File: config.mk
export PLATFORM = sky130hd
export DESIGN_NAME = tx_dma_ctrl_top
export DESIGN_NICKNAME = d
export VERILOG_FILES = /design/src/tx_dma_pkg.sv /design/src/tx_dma_ctrl_top.sv /design/src/tx_huge_pages_addr.sv /design/src/tx_page_drain.sv
export VERILOG_INCLUDE_DIRS = /design/src
export SDC_FILE = /design/constraint.sdc
export NUM_CORES = 1
export LEC_CHECK = 0
export ABC_AREA = 1
export BUFFER_PORTS_ARGS = -buffer_cell sky130_fd_sc_hd__buf_2
export CAP_MARGIN = 20
export CORE_MARGIN = 3
export CORE_UTILIZATION = 53
export CTS_CLUSTER_DIAMETER = 40
export DETAILED_ROUTE_END_ITERATION = 12
export GPL_TIMING_DRIVEN = 1
export HOLD_SLACK_MARGIN = 0.06
export PLACE_DENSITY_LB_ADDON = 0.2
export SYNTH_ARGS = -nofsm -noshare
export SYNTH_HDL_FRONTEND = slang
export SYNTH_SLANG_ARGS = --single-unit
File: constraint.sdc
create_clock -name trn_clk -period 7.65 [get_ports trn_clk]
set_input_delay 0.3825 -clock trn_clk [delete_from_list [all_inputs] [get_ports trn_clk]]
set_output_delay 0.3825 -clock trn_clk [all_outputs]
set_load 0.02 [all_outputs]
File: src/tx_dma_settings.svh
////////////////////////////////////////////////////////////
// constants of the tx dma control path
// bar select, tlp code, register map and chunk size
// include wherever one of these values is needed
////////////////////////////////////////////////////////////

`ifndef TX_DMA_SETTINGS_SVH
`define TX_DMA_SETTINGS_SVH

////////////////////////////////////////////////////////////
// pcie side
////////////////////////////////////////////////////////////

`define TX_REG_BAR 2                       // bar hit bit of the register space
`define TX_MWR32_FMT_TYPE 7'b10_00000      // 3dw header with data, memory write

////////////////////////////////////////////////////////////
// register offsets, address bits 7:2
////////////////////////////////////////////////////////////

`define TX_OFS_PAGE1_ADDR 6'd32            // base of huge page 1
`define TX_OFS_PAGE2_ADDR 6'd34            // base of huge page 2
`define TX_OFS_PAGE1_UNLOCK 6'd40          // size of page 1, hands it over
`define TX_OFS_PAGE2_UNLOCK 6'd41          // size of page 2, hands it over
`define TX_OFS_CPL_BUF 6'd44               // completion buffer address

// qwords per read descriptor
`define TX_CHUNK_QWORDS 16

`endif

File: src/tx_dma_pkg.sv
////////////////////////////////////////////////////////////
// types shared by the tx dma control path
// trn beat views, huge page slot and read descriptor
// referenced by scoped names, never imported
////////////////////////////////////////////////////////////

`include "tx_dma_settings.svh"

package tx_dma_pkg;

    ////////////////////////////////////////////////////////////
    // trn receive beat
    ////////////////////////////////////////////////////////////

    // first beat of a tlp, header dw0 in the upper half
    typedef struct packed {
        logic        rsvd_63;           // reserved
        logic [6:0]  fmt_type;          // format and type
        logic        rsvd_55;           // reserved
        logic [2:0]  tc;                // traffic class
        logic [3:0]  rsvd_51;           // reserved
        logic        td;                // digest present
        logic        ep;                // poisoned
        logic [1:0]  attr;              // ordering attributes
        logic [1:0]  rsvd_43;           // reserved
        logic [9:0]  length;            // payload in dwords
        logic [15:0] requester_id;      // bus, device, function
        logic [7:0]  tag;               // request tag
        logic [3:0]  last_be;           // last dw byte enables
        logic [3:0]  first_be;          // first dw byte enables
    } trn_hdr_t;

    // second beat of a 3dw write, address then first data dword
    typedef struct packed {
        logic [23:0] addr_hi;           // address bits 31:8
        logic [5:0]  offset;            // address bits 7:2, register select
        logic [1:0]  addr_lo;           // dword aligned, zero
        logic [31:0] data;              // first data dword, little endian
    } trn_adr_t;

    // same 64-bit word, decoded by beat position
    typedef union packed {
        trn_hdr_t hdr;                  // sof beat
        trn_adr_t adr;                  // beat after sof
    } trn_beat_u;

    ////////////////////////////////////////////////////////////
    // page slots and read requests
    ////////////////////////////////////////////////////////////

    typedef struct packed {
        logic [63:0] addr;              // page base, byte address
        logic [31:0] qwords;            // filled size in qwords
        logic        ready;             // unlocked, owned by the card
    } huge_page_t;

    // qword count of one descriptor, 0 to chunk size
    typedef logic [$clog2(`TX_CHUNK_QWORDS + 1)-1:0] desc_qw_t;

    typedef struct packed {
        logic [63:0] addr;              // start byte address
        desc_qw_t    qwords;            // qwords to read
        logic        last;              // final chunk of the page
    } rd_desc_t;

endpackage

File: src/tx_dma_ctrl_top.sv
////////////////////////////////////////////////////////////
// tx dma control path, register block plus drain engine
// sits on the trn rx stream, emits read descriptors
////////////////////////////////////////////////////////////

`timescale 1ns/100ps

module tx_dma_ctrl_top (
    input  logic                   trn_clk,
    input  logic                   reset,

    input  tx_dma_pkg::trn_beat_u  trn_rd,
    input  logic [7:0]             trn_rrem_n,
    input  logic                   trn_rsof_n,
    input  logic                   trn_reof_n,
    input  logic                   trn_rsrc_rdy_n,
    input  logic                   trn_rdst_rdy_n,
    input  logic [6:0]             trn_rbar_hit_n,

    output tx_dma_pkg::rd_desc_t   rd_desc,
    output logic                   rd_req,
    input  logic                   rd_ack,
    output logic [63:0]            completed_buffer_address
);

    tx_dma_pkg::huge_page_t page_1;             // slot state to the drain engine
    tx_dma_pkg::huge_page_t page_2;
    logic                   page_free_1;        // release pulses back
    logic                   page_free_2;

    tx_huge_pages_addr u_tx_huge_pages_addr (
        .trn_clk                  (trn_clk),
        .reset                    (reset),
        .trn_rd                   (trn_rd),
        .trn_rrem_n               (trn_rrem_n),
        .trn_rsof_n               (trn_rsof_n),
        .trn_reof_n               (trn_reof_n),
        .trn_rsrc_rdy_n           (trn_rsrc_rdy_n),
        .trn_rdst_rdy_n           (trn_rdst_rdy_n),
        .trn_rbar_hit_n           (trn_rbar_hit_n),
        .page_free_1              (page_free_1),
        .page_free_2              (page_free_2),
        .page_1                   (page_1),
        .page_2                   (page_2),
        .completed_buffer_address (completed_buffer_address)
    );

    tx_page_drain u_tx_page_drain (
        .trn_clk     (trn_clk),
        .reset       (reset),
        .page_1      (page_1),
        .page_2      (page_2),
        .page_free_1 (page_free_1),
        .page_free_2 (page_free_2),
        .rd_desc     (rd_desc),
        .rd_req      (rd_req),
        .rd_ack      (rd_ack)
    );

endmodule

File: src/tx_huge_pages_addr.sv
////////////////////////////////////////////////////////////
// register block of the tx dma, snoops the trn rx stream
// decodes bar2 32-bit memory writes into page addresses,
// page sizes, ready flags and the completion buffer address
////////////////////////////////////////////////////////////

`timescale 1ns/100ps

`include "tx_dma_settings.svh"

module tx_huge_pages_addr (
    input  logic                   trn_clk,
    input  logic                   reset,

    input  tx_dma_pkg::trn_beat_u  trn_rd,
    input  logic [7:0]             trn_rrem_n,
    input  logic                   trn_rsof_n,
    input  logic                   trn_reof_n,
    input  logic                   trn_rsrc_rdy_n,
    input  logic                   trn_rdst_rdy_n,
    input  logic [6:0]             trn_rbar_hit_n,

    input  logic                   page_free_1,
    input  logic                   page_free_2,
    output tx_dma_pkg::huge_page_t page_1,
    output tx_dma_pkg::huge_page_t page_2,
    output logic [63:0]            completed_buffer_address
);

    typedef enum logic [1:0] {
        st_idle,                                // wait for a bar2 mwr32 header
        st_offset,                              // address beat, pick the register
        st_data_hi                              // second data dword
    } rx_state_e;

    localparam logic [1:0] tgt_page1 = 2'd0;
    localparam logic [1:0] tgt_page2 = 2'd1;
    localparam logic [1:0] tgt_cpl   = 2'd2;

    rx_state_e   state;
    logic [1:0]  wr_tgt;                        // register hit by the 64-bit write
    logic [31:0] aux_dw;                        // first data dword, still swapped
    logic [1:0]  page_unlock;                   // one cycle, bit 0 is page 1
    logic [1:0]  page_free;
    logic [63:0] page_addr [0:1];
    logic [31:0] page_qwords [0:1];
    logic [1:0]  page_ready;
    logic        beat_ok;
    logic        lo_dw_valid;
    logic [63:0] wr_value;

    // driver data is little endian on the wire
    function automatic logic [31:0] swap32(input logic [31:0] dw);
        swap32 = {dw[7:0], dw[15:8], dw[23:16], dw[31:24]};
    endfunction

    assign beat_ok     = !trn_rsrc_rdy_n && !trn_rdst_rdy_n;            // beat taken by user
    assign lo_dw_valid = trn_reof_n || (trn_rrem_n[3:0] == 4'h0);       // lower dword present
    assign wr_value    = {swap32(trn_rd[63:32]), swap32(aux_dw)};       // hi dw from this beat
    assign page_free   = {page_free_2, page_free_1};

    ////////////////////////////////////////////////////////////
    // tlp reception
    ////////////////////////////////////////////////////////////

    always_ff @(posedge trn_clk) begin
        if (reset) begin
            state                    <= st_idle;
            page_unlock              <= 2'b00;
            page_addr[0]             <= 64'd0;
            page_addr[1]             <= 64'd0;
            completed_buffer_address <= 64'd0;
        end else begin
            page_unlock <= 2'b00;                   // pulse only
            case (state)
                st_idle: begin
                    if (beat_ok && !trn_rsof_n && trn_reof_n &&
                        !trn_rbar_hit_n[`TX_REG_BAR] &&
                        (trn_rd.hdr.fmt_type == `TX_MWR32_FMT_TYPE)) begin
                        state <= st_offset;         // reads, mwr64, other bars dropped
                    end
                end

                st_offset: begin
                    if (beat_ok) begin
                        aux_dw <= trn_rd.adr.data;
                        state  <= st_idle;          // unless a data beat follows
                        case (trn_rd.adr.offset)
                            `TX_OFS_PAGE1_ADDR: begin
                                wr_tgt <= tgt_page1;
                                if (trn_reof_n) state <= st_data_hi;
                            end
                            `TX_OFS_PAGE2_ADDR: begin
                                wr_tgt <= tgt_page2;
                                if (trn_reof_n) state <= st_data_hi;
                            end
                            `TX_OFS_CPL_BUF: begin
                                wr_tgt <= tgt_cpl;
                                if (trn_reof_n) state <= st_data_hi;
                            end
                            `TX_OFS_PAGE1_UNLOCK: page_unlock[0] <= lo_dw_valid;
                            `TX_OFS_PAGE2_UNLOCK: page_unlock[1] <= lo_dw_valid;
                            default: ;              // unknown register, ignored
                        endcase
                    end
                end

                st_data_hi: begin
                    if (beat_ok) begin
                        state <= st_idle;
                        case (wr_tgt)
                            tgt_page1: page_addr[0]             <= wr_value;
                            tgt_page2: page_addr[1]             <= wr_value;
                            default:   completed_buffer_address <= wr_value;
                        endcase
                    end
                end

                default: state <= st_idle;
            endcase
        end
    end

    ////////////////////////////////////////////////////////////
    // page status, unlock wins over free
    ////////////////////////////////////////////////////////////

    always_ff @(posedge trn_clk) begin
        if (reset) begin
            page_ready <= 2'b00;
        end else begin
            for (int i = 0; i < 2; i++) begin
                if (page_unlock[i]) begin
                    page_ready[i]  <= 1'b1;
                    page_qwords[i] <= swap32(aux_dw);   // size held in aux since the unlock
                end else if (page_free[i]) begin
                    page_ready[i] <= 1'b0;              // drain engine is done with it
                end
            end
        end
    end

    assign page_1 = '{addr: page_addr[0], qwords: page_qwords[0], ready: page_ready[0]};
    assign page_2 = '{addr: page_addr[1], qwords: page_qwords[1], ready: page_ready[1]};

endmodule

File: src/tx_page_drain.sv
////////////////////////////////////////////////////////////
// page drain engine of the tx dma
// walks page 1 and page 2 in turn, one read descriptor per
// chunk over a four-phase req/ack, then frees the page
////////////////////////////////////////////////////////////

`timescale 1ns/100ps

`include "tx_dma_settings.svh"

module tx_page_drain (
    input  logic                   trn_clk,
    input  logic                   reset,

    input  tx_dma_pkg::huge_page_t page_1,
    input  tx_dma_pkg::huge_page_t page_2,
    output logic                   page_free_1,
    output logic                   page_free_2,

    output tx_dma_pkg::rd_desc_t   rd_desc,
    output logic                   rd_req,
    input  logic                   rd_ack
);

    typedef enum logic [1:0] {
        st_wait_page,                           // current page not yet unlocked
        st_issue,                               // build next descriptor
        st_req,                                 // req high, wait ack
        st_release                              // req low, wait ack low
    } drain_state_e;

    localparam int unsigned chunk_qwords = `TX_CHUNK_QWORDS;

    drain_state_e           state;
    logic                   cur_page;           // 0 is page 1
    tx_dma_pkg::huge_page_t cur;
    logic [63:0]            next_addr;          // start of the next chunk
    logic [31:0]            left_q;             // qwords not yet requested
    tx_dma_pkg::desc_qw_t   chunk_qw;
    logic                   chunk_last;

    assign cur = cur_page ? page_2 : page_1;

    // smaller of chunk size and what is left
    assign chunk_qw   = (left_q < 32'(chunk_qwords)) ? tx_dma_pkg::desc_qw_t'(left_q)
                                                     : tx_dma_pkg::desc_qw_t'(chunk_qwords);
    assign chunk_last = (left_q <= 32'(chunk_qwords));

    ////////////////////////////////////////////////////////////
    // drain fsm
    ////////////////////////////////////////////////////////////

    always_ff @(posedge trn_clk) begin
        if (reset) begin
            state       <= st_wait_page;
            cur_page    <= 1'b0;                // page 1 goes first
            rd_req      <= 1'b0;
            page_free_1 <= 1'b0;
            page_free_2 <= 1'b0;
        end else begin
            page_free_1 <= 1'b0;                // pulses
            page_free_2 <= 1'b0;
            case (state)
                st_wait_page: begin
                    if (cur.ready) begin
                        if (cur.qwords == 32'd0) begin
                            page_free_1 <= !cur_page;   // empty page, hand straight back
                            page_free_2 <= cur_page;
                            cur_page    <= !cur_page;
                        end else begin
                            next_addr <= cur.addr;
                            left_q    <= cur.qwords;
                            state     <= st_issue;
                        end
                    end
                end

                st_issue: begin
                    rd_desc.addr   <= next_addr;
                    rd_desc.qwords <= chunk_qw;
                    rd_desc.last   <= chunk_last;
                    left_q         <= left_q - 32'(chunk_qw);
                    next_addr      <= next_addr + 64'({chunk_qw, 3'b000});   // 8 bytes a qword
                    rd_req         <= 1'b1;             // desc and req change together
                    state          <= st_req;
                end

                st_req: begin
                    if (rd_ack) begin
                        rd_req <= 1'b0;
                        state  <= st_release;
                    end
                end

                st_release: begin
                    if (!rd_ack) begin                  // handshake closed
                        if (rd_desc.last) begin
                            page_free_1 <= !cur_page;
                            page_free_2 <= cur_page;
                            cur_page    <= !cur_page;   // strict alternation
                            state       <= st_wait_page;
                        end else begin
                            state <= st_issue;
                        end
                    end
                end

                default: state <= st_wait_page;
            endcase
        end
    end

endmodule
==> Yosys cells after proc, flatten, opt, wreduce, memory -nomap -nowiden <==
Memories as Yosys holds them, arrays and structs flattened.
Index checks and enable logic that the tools add are counted.
{ "op_classes": {"mux": 62, "addsub": 2, "n_bitwise": 8, "reduce_logical": 35, "order_cmp": 2, "n_eq_ne": 21} }
{ "ops": {"columns": ["cell", "count"], "rows": [
  ["$mux 64", 4],
  ["$pmux 64 s2", 1],
  ["$mux 97", 1],
  ["$add 64x8->64", 1],
  ["$mux 32", 2],
  ["$pmux 32 s2", 1],
  ["$mux 1", 36],
  ["$le 32x5->1 const B", 1],
  ["$logic_not 32->1", 1],
  ["$lt 32x5->1 const B", 1],
  ["$sub 32x5->32", 1],
  ["$eq 6x6->1 const B", 5],
  ["$mux 2", 9],
  ["$ne 2x1->1 const B", 6],
  ["$pmux 2 s3", 2],
  ["$reduce_and 4->1", 3],
  ["$reduce_bool 2->1", 5],
  ["$reduce_and 3->1", 3],
  ["$pmux 1 s2", 4],
  ["$pmux 2 s4", 1],
  ["$reduce_or 4->1", 2],
  ["$eq 7x7->1 const B", 1],
  ["$eq 2x1->1 const B", 3],
  ["$eq 2x2->1 const B", 3],
  ["14 further kinds", 33]
]} }
{ "word_totals": {"reg_bits": 276, "ram_bits": 192, "n_memories": 2, "word_cells": 150} }
{ "memory_table": {"columns": ["name", "depth", "word_bits", "rd", "rd_clocked_by_memory_dff", "write_ports", "line_no", "text"], "rows": [
  ["u_tx_huge_pages_addr.page_addr", 2, 64, 2, 0, 2, "tx_huge_pages_addr.sv:45", "logic [63:0] page_addr [0:1];"],
  ["u_tx_huge_pages_addr.page_qwords", 2, 32, 2, 0, 2, "tx_huge_pages_addr.sv:46", "logic [31:0] page_qwords [0:1];"]
]} }

==> Logic depth before layout (Yosys ltp) <==
Gate-level depths: netlist of the first run.
{ "logic_depth": {"depth_word": 8, "ltp_mapped": 22, "mapped_depth_nobuf": 21} }

==> Hierarchy <==
A second synthesis of the first run with hierarchy kept.
{ "unflattened": {"hier_cells": 1991, "area_unflattened_um2": 20622.3} }
{ "modules_own_cells": {"columns": ["module", "seq_area_each_um2", "instances", "cells_each", "area_per_inst_um2"], "rows": [
  ["tx_page_drain", 5104.9, 1, 1286, 10583.9],
  ["tx_huge_pages_addr", 8187.9, 1, 705, 10038.4]
]} }

==> Worst setup path after synthesis of the first run <==
OpenSTA, ideal clock, no wires.
{ "synth_timing": {"path_type": "reg2reg", "startpoint": "register u_tx_page_drain.state[1]", "endpoint": "register u_tx_page_drain.left_q[0], enable pin", "path_stages_with_launch": 7, "setup_ns": 0.659, "arrival_ns": 7.519, "setup_slack_ns": -0.528, "synth_period_minus_slack_ns": 8.178, "path_cell_list": "dfxtp_1 -> inv_1 -> ha_1 -> clkbuf_1 -> clkbuf_1 -> o21ai_0 -> nor3_1"} }
{ "synth_via": {"elab_chain_len": 3, "word_cells_on_any_way": 6} }
{ "synth_rtl": {"columns": ["item", "line_no", "text"], "rows": [
  ["start: declaration", "tx_page_drain.sv:34", "drain_state_e state;"],
  ["start signal: assignment", "tx_page_drain.sv:55", "state <= st_wait_page;"],
  ["start signal: assignment", "tx_page_drain.sv:73", "state <= st_issue;"],
  ["start signal: assignment", "tx_page_drain.sv:85", "state <= st_req;"],
  ["$logic_not 2->1 or $eq 2x1->1 (tied branches)", "tx_page_drain.sv:63", "case (state)"],
  ["$ne 2x1->1 (no source line) (tied with other cells)", null, null],
  ["$reduce_and 4->1 (no source line) (*)", null, null],
  ["end signal: assignment", "tx_page_drain.sv:72", "left_q <= cur.qwords;"],
  ["end signal: assignment", "tx_page_drain.sv:82", "left_q <= left_q - 32'(chunk_qw);"],
  ["end: declaration", "tx_page_drain.sv:38", "logic [31:0] left_q;"]
]} }
Every way passes the cells marked *; elsewhere a longest branch is shown, timed or not.
A chain may end at the register's enable or synchronous reset.

==> Final worst setup path of the first run <==
{ "layout_timing": {"startpoint": "register u_tx_page_drain.left_q[17]", "endpoint": "register u_tx_page_drain.next_addr[37], data pin"} }
{ "layout_via": {"elab_chain_len": 4} }
{ "layout_rtl": {"columns": ["item", "line_no", "text"], "rows": [
  ["$lt 32x5->1", "tx_page_drain.sv:45", "assign chunk_qw = (left_q < 32'(chunk_qwords)) ? tx_dma_pkg::desc_qw_t'(left_q)"],
  ["$mux 5", "tx_page_drain.sv:45", null],
  ["via u_tx_page_drain.chunk_qw[0]", "tx_page_drain.sv:39", "tx_dma_pkg::desc_qw_t chunk_qw;"],
  ["$add 64x8->64", "tx_page_drain.sv:83", "next_addr <= next_addr + 64'({chunk_qw, 3'b000});"],
  ["$pmux 64 s2", "tx_page_drain.sv:63", null],
  ["end signal: assignment", "tx_page_drain.sv:71", "next_addr <= cur.addr;"],
  ["end signal: assignment", "tx_page_drain.sv:83", null],
  ["end: declaration", "tx_page_drain.sv:37", "logic [63:0] next_addr;"]
]} }
The timed path passes the listed nets, and every way through them passes these cells.

==> run summary, run 1 <==
Die ar. = 40400 µm²
Row count = 70
Clock skew = 0.0254 ns
Routed WL per cell = 20.6 µm
Dpl cell area = 21700 µm²
RSZ-0062 raised after global routing = no
Slew headroom = 32.4%
First-pass GRT wire length = 86300 µm
Die width = 201 µm
Final Hold Vio Count = 0
Minimum clock period = 4.16 ns
Synth Area in Compound Gates = 9.10%
Post-synthesis xor/xnor area fraction = 2.43%
Finish-stage setup viols = 0
Worst-margin pin slew = 0.988 ns
Seq. cell area = 13300 µm²
FF+latch count, synth = 468
H-tree depth = 2
Grt total ovfl = 0
Final ANT Viol Nets = 0
Adder-cell share of the synthesized area = 0.720%
Syn. warnings = 0
Boundary pin count = 221
Largest net degree at the start of global routing = 75
Max-slew violations = 0
Register-to-Register Path Depth = 20
Synthesized Nets = 2020
Footprint of the multi-input gates = 5910 µm²
Maximum clock insertion buffer count = 3
Worst R2R Setup Slack = 3.49 ns
Reg clk slew, reported paths = 0.06 ns
Inserted Clock Buffers = 56
Die Span Y = 201 µm
Unique masters post-synth = 54
Initial Utilization = 54.4%
Initial antenna violation count = 0
Status = completed
Fillers = 2880
Post-route setup TNS = 0 ns
Syn_area_per_cell = 10.5 µm²
Post-Synth Simple-Gate Area = 16.5%
Final net count = 2298
Root buf cell = clkbuf_16
Setup bufs post-CTS = 0
Routed via count = 15100
Syn Inst Count = 1923
Most frequently used flop master after synthesis = edfxtp_1
Commonest non-fill, non-tap cell in the layout = edfxtp_1
Largest family of logic cells by synthesized area = simple AND/OR/NAND/NOR gates
Hold_sp = trn_rd[60]
Leak = 0.00963 µW
CP Class = reg2reg
Critical path arrival = 4.50 ns
Fmax = 241 MHz
CTS resizes = 0
CP Max Fanout = 13
Worst Setup End Kind = flop
Cell Area, Synth = 20200 µm²
Core area = 37000 µm²
Post-synthesis mux area share = 0.149%
Worst setup SP type = flop
CTS sink count = 468
Layout cell share with drive strength beyond 1 = 17.4%
Hold path depth = 3
GPL Wtd Cong = 0.943
1st-iter DRT viols = 1427
GRT Util Overall = 27.7%
EDFF count, synth = 392
Design Area, Final = 24400 µm²
Req. time, crit path = 8.00 ns
Vias in the first global route = 14500
DRC errors left = 0
Seq/Total Area, Yosys = 65.9%
Final HPWL DP = 39100 µm
HP Class = in2reg
PwrDens = 312 nW/µm²
Hold_ws = 0.0875 ns
DR vias/cell = 5.49
IO Port Bufs = 210
VDD IR max = 0.000199 V
Crit share post-route = 54.3%
Area delta synth->final = 21.1%
DRT Pass-1 Iters = 8
Critical R2R Capture = u_tx_page_drain.next_addr[37]
CTS tree = yes
Max-cap violation count = 0
Fraction of registers with async set/reset = 0%
Clk Latency, worst-skew pair = 0.61 ns
RR Startpoint = u_tx_page_drain.left_q[17]
Final wirelength = 56700 µm
Most frequent cells in the layout = 392 x edfxtp_1, 307 x nand2_1, 268 x nor2_1
-- per-stage QoR --
step / total power [µW] / std cells / setup slack [ns] / utilization, %
finish: 7630 / 2755 / 3.49 / 65.9
detailed placement: 4850 / 2582 / 3.54 / 58.7
CTS: 7650 / 2752 / 3.52 / 65.9
global route: 7960 / 2753 / 3.20 / 65.9
global placement: 4820 / 2582 / 3.64 / 58.7
floorplan: 4360 / 1923 / 1.66 / -
-- routing by layer --
metal | GRT usage [%] | share of wire [%] | vias to the layer above
met5 | 0 | 0 | -
met4 | 6.83 | 1.9 | 0
met3 | 5.45 | 8.7 | 66
met2 | 41.1 | 43 | 664
met1 | 42.3 | 46 | 7242
li1 | - | - | 7143
-- cell families (layout without fill, tap and decap cells) --
logic type / count (synthesis) / in the layout
flops: 468 / 468
compound gates: 342 / 342
xor+xnor: 56 / 56
mux: 3 / 3
buf+inv: 267 / 593
other cells: 1 / 3
fa+ha+maj: 11 / 11
simple gates: 775 / 775
-- cell type report --
type | count | share of cell area [%]
sequential | 468 | 54.4
antenna | 2 | 0.0205
multi-input combinational | 1188 | 24.2
clock buffer | 64 | 6.16
tap | 504 | 2.58
inverter | 195 | 3.00
timing repair buffer | 292 | 7.53
clock inverter | 42 | 2.10
-- registers in the layout, summed over array words and instances (netlist names) --
name and count:
u_tx_page_drain.rd_desc 70, u_tx_page_drain.left_q 32, u_tx_page_drain.page_free_2 1, u_tx_huge_pages_addr.page_unlock 2, u_tx_huge_pages_addr.page_ready 2, u_tx_huge_pages_addr.page_addr 128
u_tx_page_drain.rd_req 1, u_tx_huge_pages_addr.aux_dw 32, u_tx_page_drain.state 2, u_tx_page_drain.next_addr 64, u_tx_huge_pages_addr.page_qwords 64, u_tx_page_drain.page_free_1 1
u_tx_huge_pages_addr.state 2, u_tx_huge_pages_addr.completed_buffer_address 64, u_tx_huge_pages_addr.wr_tgt 2, u_tx_page_drain.cur_page 1
-- how the worst max path moves through the flow --
stage,slack [ns],end,cells past startpoint,startpoint
after floorplan,1.66,u_tx_huge_pages_addr.page_addr[0][0],3,trn_rdst_rdy_n
after global placement,3.64,u_tx_page_drain.next_addr[37],20,u_tx_page_drain.left_q[8]
after detailed placement,3.54,u_tx_page_drain.next_addr[37],20,u_tx_page_drain.left_q[17]
after CTS,3.52,u_tx_page_drain.next_addr[37],20,u_tx_page_drain.left_q[17]
after global routing,3.20,u_tx_page_drain.next_addr[37],20,u_tx_page_drain.left_q[8]
final,3.49,u_tx_page_drain.next_addr[37],20,u_tx_page_drain.left_q[17]
-- worst max-delay path: stages (launching register included) --
cell and delay (ns):
edfxtp_1 0.45, nor2_1 0.18, nand2_1 0.11, inv_2 0.08, nand2_1 0.08, nor2_1 0.15
nand2_2 0.23, nor2_1 0.20, ha_1 0.22, inv_1 0.12, fa_1 0.40, inv_1 0.13
nand3_1 0.08, nand2_1 0.20, a21oi_1 0.14, nor2_1 0.26, nand2_1 0.15, nor2_1 0.22
nand2_1 0.12, o21ai_0 0.23, o21ai_0 0.12
-- report_power, final --
group / internal, µW / total, µW / switching (µW) / leakage [µW]
Combinational: 430 / 1450 / 1020 / 0.00432
Clock: 1660 / 2780 / 1120 / 0.000981
Sequential: 3150 / 3400 / 251 / 0.00434
Total: 5240 / 7630 / 2390 / 0.00963
-- cells in the mapped netlist (2+ instances only) --
cell type    n  area share, %
buf_1       14           0.26
nor2_1     273            5.1
buf_4        2          0.074
a31oi_1      2          0.062
buf_6        3           0.17
nor3_1      35           0.87
nand2_1    307            5.7
nand3b_1     2          0.074
nor4_1       9           0.28
buf_2        7           0.17
or2_1        4           0.12
xor2_1      39            1.7
edfxtp_1   392             58
o22ai_1     15           0.47
nand3_1     69            1.7
o21ai_2      6           0.26
mux2i_1      3           0.15
xnor2_1     17           0.74
ha_1        10           0.62
a22oi_1      2          0.074
nor3b_1      3           0.11
nand4_1     40            1.2
clkbuf_1    46           0.86
nand2_2      7           0.22
inv_1      186            3.5
o2bb2ai_1    2          0.087
nor2_4       3           0.17
nand2_4      3           0.17
o21ai_1     15           0.37
nor2_2       3          0.093
or2_2        9           0.28
inv_2        9           0.17
nor3_2       4           0.20
o21bai_1     4           0.15
dfxtp_1     76            7.5
o21ai_0    192            4.8
a21oi_1     93            2.3
-- timing repair --
action | in CTS | in global routing
endpoints found under the hold margin | 62 | 0
endpoints found under the setup margin | 0 | 0
hold buffers | 64 | 0
No activity file was read; power rests on OpenSTA's default activity.
==> inputs of run 2 (changes only) <==
--- a/config.mk
+++ b/config.mk
@@ -6,11 +6,11 @@
 export SDC_FILE = /design/constraint.sdc
 export NUM_CORES = 1
 export LEC_CHECK = 0
-export ABC_AREA = 1
+export ABC_AREA = 0
 export BUFFER_PORTS_ARGS = -buffer_cell sky130_fd_sc_hd__buf_2
 export CAP_MARGIN = 20
 export CORE_MARGIN = 3
-export CORE_UTILIZATION = 53
+export CORE_UTILIZATION = 58
 export CTS_CLUSTER_DIAMETER = 40
 export DETAILED_ROUTE_END_ITERATION = 12
 export GPL_TIMING_DRIVEN = 1
==> constraint.sdc (replaced) <==
create_clock -name trn_clk -period 4.1 [get_ports trn_clk]
set_input_delay 0.205 -clock trn_clk [delete_from_list [all_inputs] [get_ports trn_clk]]
set_output_delay 0.205 -clock trn_clk [all_outputs]
set_load 0.02 [all_outputs]
==> run summary, run 2 <==
Status = completed (unchanged)
Sequential power share = 50.9% (was 44.6%)
Max-cap violation count = 0 (unchanged)
Maximum clock insertion buffer count = 3 (unchanged)
Worst R2R Setup Slack = 0.15 ns (was 3.49 ns)
Syn Inst Count = 1513 (was 1923)
Most frequently used flop master after synthesis = edfxtp_1 (unchanged)
Req. time, crit path = 4.36 ns (was 8.00 ns)
Clk pwr share = 45.7% (was 36.4%)
Sw frac = 20.5% (was 31.3%)
PwrDens = 430 nW/µm² (was 312 nW/µm²)
RSZ-0062 raised after global routing = yes (was no)
Vias in the first global route = 13000 (was 14500)
Int Pwr = 8120 µW (was 5240 µW)
GRT Util Overall = 26.0% (was 27.7%)
Register with the most flip-flops = u_tx_huge_pages_addr.page_addr (unchanged)
Worst setup SP type = flop (unchanged)
Synth top cells by count = 392 x edfxtp_1, 166 x nand2_1, 152 x a21oi_1, 87 x a211oi_1, 87 x nor2b_1 (was 392 x edfxtp_1, 307 x nand2_1, 273 x nor2_1, 192 x o21ai_0, 186 x inv_1)
EDFF count, synth = 392 (unchanged)
Hold_ws = 0.127 ns (was 0.0875 ns)
GPL Wtd Cong = 0.886 (was 0.943)
Leak = 0.00834 µW (was 0.00963 µW)
Sw Pwr = 2090 µW (was 2390 µW)
DRC errors left = 0 (unchanged)
Die ar. = 35700 µm² (was 40400 µm²)
Core area = 32800 µm² (was 37000 µm²)
Combinational power share = 3.4% (was 19.0%)
Flip-flop count of the largest register after layout = 128 (unchanged)
Die Span Y = 189 µm (was 201 µm)
Initial antenna violation count = 6 (was 0)
Top Registers = u_tx_huge_pages_addr.page_addr x128, u_tx_page_drain.rd_desc x70 (unchanged)
Count leader, synth = edfxtp_1 (unchanged)
IO Port Bufs = 210 (unchanged)
Critical R2R Capture = u_tx_page_drain.next_addr[57] (was u_tx_page_drain.next_addr[37])
Final core area utilization = 72.5% (was 65.9%)
CP Class = reg2reg (unchanged)
Initial Utilization = 59.2% (was 54.4%)
Hold EP = u_tx_huge_pages_addr.state[1]
First-pass GRT wire length = 72200 µm (was 86300 µm)
Seq/Total Area, Yosys = 68.5% (was 65.9%)
Slew headroom = 27.2% (was 32.4%)
H-tree depth = 2 (unchanged)
DRT Pass-1 Iters = 5 (was 8)
Final net count = 1916 (was 2298)
Minimum clock period = 3.95 ns (was 4.16 ns)
Fraction of registers with async set/reset = 0% (unchanged)
Post-route setup TNS = 0 ns (unchanged)
VDD IR max = 0.000398 V (was 0.000199 V)
Register-to-Register Path Depth = 14 (was 20)
Syn_area_per_cell = 12.8 µm² (was 10.5 µm²)
Final wirelength = 47100 µm (was 56700 µm)
Hold_sp = trn_rdst_rdy_n (was trn_rd[60])
Final Hold Vio Count = 0 (unchanged)
Crit share post-route = 96.3% (was 54.3%)
Row count = 66 (was 70)
DR vias/cell = 5.85 (was 5.49)
Root buf cell = clkbuf_16 (unchanged)
Top-area cell type share of the netlist area = 60.7% (was 58.4%)
FF+latch count, synth = 468 (unchanged)
Max-slew violations = 0 (unchanged)
Clock skew = 0.0189 ns (was 0.0254 ns)
Fmax = 253 MHz (was 241 MHz)
Unique masters post-synth = 59 (was 54)
Syn. warnings = 0 (unchanged)
Layout cell share with drive strength beyond 1 = 20.7% (was 17.4%)
1st-iter DRT viols = 1371 (was 1427)
Finish-stage setup viols = 0 (unchanged)
HP Class = in2reg (unchanged)
Die width = 189 µm (was 201 µm)
Largest net degree at the start of global routing = 96 (was 75)
Synthesized Nets = 1610 (was 2020)
Routed via count = 13500 (was 15100)
CTS tree = yes (unchanged)
Most frequent cells in the layout = 392 x edfxtp_1, 210 x buf_2, 166 x nand2_1 (was 392 x edfxtp_1, 307 x nand2_1, 268 x nor2_1)
Power Total = 10200 µW (was 7630 µW)
Routed WL per cell = 20.4 µm (was 20.6 µm)
Worst Setup End Kind = flop (unchanged)
Cell Area, Synth = 19400 µm² (was 20200 µm²)
Inserted Clock Buffers = 52 (was 56)
Final ANT Viol Nets = 0 (unchanged)
RR Startpoint = u_tx_page_drain.left_q[26] (was u_tx_page_drain.left_q[17])
Clk Latency, worst-skew pair = 0.56 ns (was 0.61 ns)
Hold path depth = 5 (was 3)
CP Max Fanout = 6 (was 13)
Grt total ovfl = 0 (unchanged)
Area delta synth->final = 22.5% (was 21.1%)
Critical path arrival = 4.21 ns (was 4.50 ns)
Boundary pin count = 221 (unchanged)
Reg clk slew, reported paths = 0.06 ns (about the same)
CTS sink count = 468 (unchanged)
Post-synth top area cell = edfxtp_1 (unchanged)
Final HPWL DP = 30300 µm (was 39100 µm)
Worst-margin pin slew = 1.09 ns (was 0.988 ns)
Area contributors post-synth = edfxtp_1 61%, dfxtp_1 7.8%, a21oi_1 3.9% (was edfxtp_1 58%, dfxtp_1 7.5%, nand2_1 5.7%)
Commonest non-fill, non-tap cell in the layout = edfxtp_1 (unchanged)
[run 2: changes by cell type in the layout (fill, tap and decap cells not counted), sizes merged, moves of 86 or more]
cell	previous run	this run
o21ai	213	20
a211oi	1	87
nand2	317	166
inv	202	24
nor2	279	35
nor2b	0	87
[run 2: per-stage QoR]
| step | cells | setup WS (ns) | cell area (µm²) |
|---|---|---|---|
| final | 2306 | 0.152 | 23800 |
| after CTS | 2300 | 0.00474 | 23700 |
| after floorplan | 1513 | -1.67 | 19400 |
| after global routing | 2305 | 0.00139 | 23800 |
| after global placement | 2130 | 0.0687 | 21200 |
| after detailed placement | 2130 | -0.0870 | 21200 |
[run 2: final cells by class]
type / instances / area, µm²
timing repair buffer: 336 / 2240
antenna: 3 / 7.51
fill: 2185 / 9010
tap: 442 / 553
clock inverter: 32 / 333
multi-input combinational: 945 / 5860
inverter: 16 / 60.1
sequential: 468 / 13300
clock buffer: 64 / 1420
[run 2: worst max-delay path: stages, from the launching register on]
cell and delay (ns):
edfxtp_1 0.38, or4_4 0.55, or4_4 0.44, buf_6 0.15, nor3_4 0.21, buf_4 0.15
and3_1 0.21, ha_1 0.30, nor2b_2 0.18, o2111a_1 0.27, buf_4 0.15, nor2_2 0.29
nor3_1 0.13, xnor2_1 0.17, a21oi_1 0.08
[run 2: worst max path at each step]
stage                                  start  slack, ns                                      to
6_report          u_tx_page_drain.left_q[26]       0.15           u_tx_page_drain.next_addr[57]
5_1_grt           u_tx_page_drain.left_q[27]      0.001           u_tx_page_drain.next_addr[51]
4_1_cts           u_tx_page_drain.left_q[26]      0.005           u_tx_page_drain.next_addr[51]
3_5_place_dp      u_tx_page_drain.left_q[26]      -0.09           u_tx_page_drain.next_addr[61]
3_3_place_gp      u_tx_page_drain.left_q[26]       0.07           u_tx_page_drain.next_addr[51]
2_1_floorplan  u_tx_huge_pages_addr.state[1]      -1.67  u_tx_huge_pages_addr.page_addr[0][100]
[run 2: power by group through the flow]
| stage | clock, µW | combinational (µW) | sequential (µW) |
|---|---|---|---|
| 2_1_floorplan | 0 | 146 | 5320 |
| 3_3_place_gp | 0 | 281 | 5300 |
| 3_5_place_dp | 0 | 286 | 5300 |
| 4_1_cts | 4730 | 339 | 5200 |
| 5_1_grt | 4940 | 375 | 5200 |
| 6_report | 4670 | 347 | 5200 |
[run 2: logic make-up after synthesis]
kind of cell | count (synthesis) | share of synthesized area, %
simple gates | 544 | 14.9
xor+xnor | 78 | 3.52
other cells | 1 | 0.0193
buf+inv | 100 | 1.95
compound gates | 293 | 9.38
flops | 468 | 68.5
mux | 18 | 0.941
fa+ha+maj | 11 | 0.748
[run 2: layer usage]
| layer | vias to the layer above | GRT usage, % | part of all wire [%] |
|---|---|---|---|
| met5 | - | 0 | 0.015 |
| met4 | 2 | 8.91 | 3.6 |
| met3 | 123 | 6.37 | 10 |
| met2 | 713 | 38.5 | 43 |
| met1 | 6412 | 38.2 | 43 |
| li1 | 6240 | - | - |
[run 2: timing repair]
action,CTS,global route
hold endpoints to repair,130,0
hold buffers,74,0
setup endpoints to repair,22,51
pin swaps,0,7
gates resized for setup,5,12
setup buffers,0,2
==> inputs of run 3 (changes only) <==
--- a/config.mk
+++ b/config.mk
@@ -16,6 +16,7 @@
 export GPL_TIMING_DRIVEN = 1
 export HOLD_SLACK_MARGIN = 0.06
 export PLACE_DENSITY_LB_ADDON = 0.2
+export RECOVER_POWER = 100
 export SYNTH_ARGS = -nofsm -noshare
 export SYNTH_HDL_FRONTEND = slang
 export SYNTH_SLANG_ARGS = --single-unit
==> run summary, run 3 (synthesis results as in run 2) <==
Status = finished with violations (was completed)
Failing checks = max-capacitance violations, max-slew violations
Vias in the first global route = 13000 (unchanged)
VDD IR max = 0.000382 V (was 0.000398 V)
Top Registers = u_tx_huge_pages_addr.page_addr x128, u_tx_page_drain.rd_desc x70 (unchanged)
Worst path max stage delay = 0.55 ns (about the same)
Worst setup SP type = flop (unchanged)
Final wirelength = 47100 µm (about the same)
Int Pwr = 8120 µW (about the same)
CP Max Fanout = 5 (was 6)
GRT Util Overall = 26.0% (unchanged)
Worst path cell trace = or4_4 -> or4_4 -> buf_6 -> nor3_4 -> and3_4 -> ha_2 -> inv_1 -> fa_2 -> nor2b_2 -> o2111a_1 -> or2_4 -> nand4_1 -> buf_4 -> xor2_1 -> a21oi_1 (was or4_4 -> or4_4 -> buf_6 -> nor3_4 -> buf_4 -> and3_1 -> ha_1 -> nor2b_2 -> o2111a_1 -> buf_4 -> nor2_2 -> nor3_1 -> xnor2_1 -> a21oi_1)
RSZ-0062 raised after global routing = yes (unchanged)
Sequential power share = 50.9% (about the same)
Leak = 0.00776 µW (was 0.00834 µW)
Crit share post-route = 96.6% (was 96.3%)
Grt total ovfl = 0 (unchanged)
Inserted Clock Buffers = 52 (unchanged)
H-tree depth = 2 (unchanged)
CTS tree = yes (unchanged)
DRT Pass-1 Iters = 5 (unchanged)
Worst-margin pin slew = 1.84 ns (was 1.09 ns)
Routed via count = 13500 (about the same)
Root buf cell = clkbuf_16 (unchanged)
Die ar. = 35700 µm² (unchanged)
Area delta synth->final = 21.4% (was 22.5%)
Initial antenna violation count = 6 (unchanged)
Boundary pin count = 221 (unchanged)
CTS sink count = 468 (unchanged)
DR vias/cell = 5.84 (was 5.85)
IO Port Bufs = 210 (unchanged)
Slew headroom = -22.9% (was 27.2%)
Critical path arrival = 4.23 ns (was 4.21 ns)
Clk Latency, worst-skew pair = 0.56 ns (about the same)
Cell family with most CP delay = simple AND/OR/NAND/NOR gates (unchanged)
Most Frequent Cell on Critical Path = or4_4
Sw Pwr = 2090 µW (about the same)
Flip-flop count of the largest register after layout = 128 (unchanged)
Final ANT Viol Nets = 0 (unchanged)
Routed WL per cell = 20.4 µm (about the same)
Combinational power share = 3.4% (about the same)
Clock skew = 0.0149 ns (was 0.0189 ns)
Minimum clock period = 3.96 ns (was 3.95 ns)
Row count = 66 (unchanged)
DRC errors left = 0 (unchanged)
Fmax = 252 MHz (was 253 MHz)
Core area = 32800 µm² (unchanged)
Req. time, crit path = 4.37 ns (was 4.36 ns)
Most frequent cells in the layout = 392 x edfxtp_1, 166 x nand2_1, 152 x a21oi_1 (was 392 x edfxtp_1, 210 x buf_2, 166 x nand2_1)
Finish-stage setup viols = 0 (unchanged)
GPL Wtd Cong = 0.886 (unchanged)
Max-cap violation count = 3 (was 0)
Final Hold Vio Count = 0 (unchanged)
Final HPWL DP = 30300 µm (unchanged)
Clk pwr share = 45.7% (about the same)
HP Class = in2reg (unchanged)
CP Class = reg2reg (unchanged)
Reg clk slew, reported paths = 0.06 ns (about the same)
Final core area utilization = 71.8% (was 72.5%)
Post-route setup slack = 0.139 ns (was 0.152 ns)
PwrDens = 433 nW/µm² (was 430 nW/µm²)
Worst path slowest cell = or4_4 (unchanged)
Die Span Y = 189 µm (unchanged)
Pre-CTS setup slack = -0.0870 ns (unchanged)
Design Area, Final = 23600 µm² (was 23800 µm²)
Sw frac = 20.5% (about the same)
Post-route setup TNS = 0 ns (unchanged)
Initial Utilization = 59.2% (unchanged)
Final net count = 1916 (unchanged)
First-pass GRT wire length = 72200 µm (unchanged)
Maximum clock insertion buffer count = 3 (unchanged)
Layout cell share with drive strength beyond 1 = 13.0% (was 20.7%)
Die width = 189 µm (unchanged)
CP Buf/Inv Count = 3 (unchanged)
Max-slew violations = 147 (was 0)
1st-iter DRT viols = 1432 (was 1371)
Worst Setup End Kind = flop (unchanged)
Commonest non-fill, non-tap cell in the layout = edfxtp_1 (unchanged)
Register with the most flip-flops = u_tx_huge_pages_addr.page_addr (unchanged)
Largest net degree at the start of global routing = 96 (unchanged)
Dpl cell area = 21200 µm² (unchanged)
[run 3: changes by cell type in the layout (fill, tap and decap cells not counted)]
cell,previous run,this run
clkbuf_1,7,149
and2_1,66,2
clkbuf_2,0,4
buf_2,210,69
nor3_1,23,24
o21ai_1,1,3
nor3_2,2,1
and2_0,1,65
o21ai_4,2,0
buf_4,46,41
[run 3: timing repair]
| item | CTS | global route |
|---|---|---|
| endpoints found under the hold margin | 130 | 0 |
| hold buffers | 74 | 0 |
| pin swaps | 0 | 7 |
| resized for setup | 5 | 12 |
| setup buffers | 0 | 2 |
| endpoints found under the setup margin | 22 | 51 |
[run 3: final timing paths]
check,slack (ns),to,cells past startpoint,startpoint
max reg2reg,0.14,u_tx_page_drain.next_addr[51],15,u_tx_page_drain.left_q[26]
min reg2reg,0.43,u_tx_page_drain.rd_desc[7],0,u_tx_page_drain.next_addr[1]
max,0.14,u_tx_page_drain.next_addr[51],15,u_tx_page_drain.left_q[26]
min,0.12,u_tx_huge_pages_addr.state[1],5,trn_rdst_rdy_n
[run 3: tightest hold or removal path, stage by stage]
cell,delay (ns)
buf_2,0.09
nor2_1,0.08
nand2_1,0.09
or4b_2,0.11
a21oi_1,0.06
[run 3: per-stage QoR]
stage | total power (µW) | hold slack (ns) | instances
CTS | 10300 | 0.0999 | 2300
finish | 10200 | 0.124 | 2306
detailed placement | 5590 | 0.383 | 2130
global route | 10500 | 0.193 | 2305
floorplan | 5470 | 0.277 | 1513
global placement | 5580 | 0.382 | 2130
[run 3: power by group through the flow]
| stage | Sequential (µW) | Clock (µW) | Combinational (µW) |
|---|---|---|---|
| floorplan | 5320 | 0 | 146 |
| global placement | 5300 | 0 | 281 |
| detailed placement | 5300 | 0 | 286 |
| CTS | 5200 | 4730 | 339 |
| global route | 5200 | 4940 | 371 |
| finish | 5200 | 4670 | 343 |
[run 3: metal layers]
metal / wire length (µm) / global-route usage, %
met4: 1740 / 8.91
met1: 20200 / 38.2
met3: 4700 / 6.37
met2: 20400 / 38.5
met5: 23 / 0
[run 3: layout make-up]
type	count	area, µm²
flip-flops and latches	468	13300
fillers	2271	9230
multi-input cells	945	5830
repair buffers	336	2050
clock buffers	64	1420
well taps	442	553
clock inverters	32	333
inverters	16	60.1
diodes	3	7.51
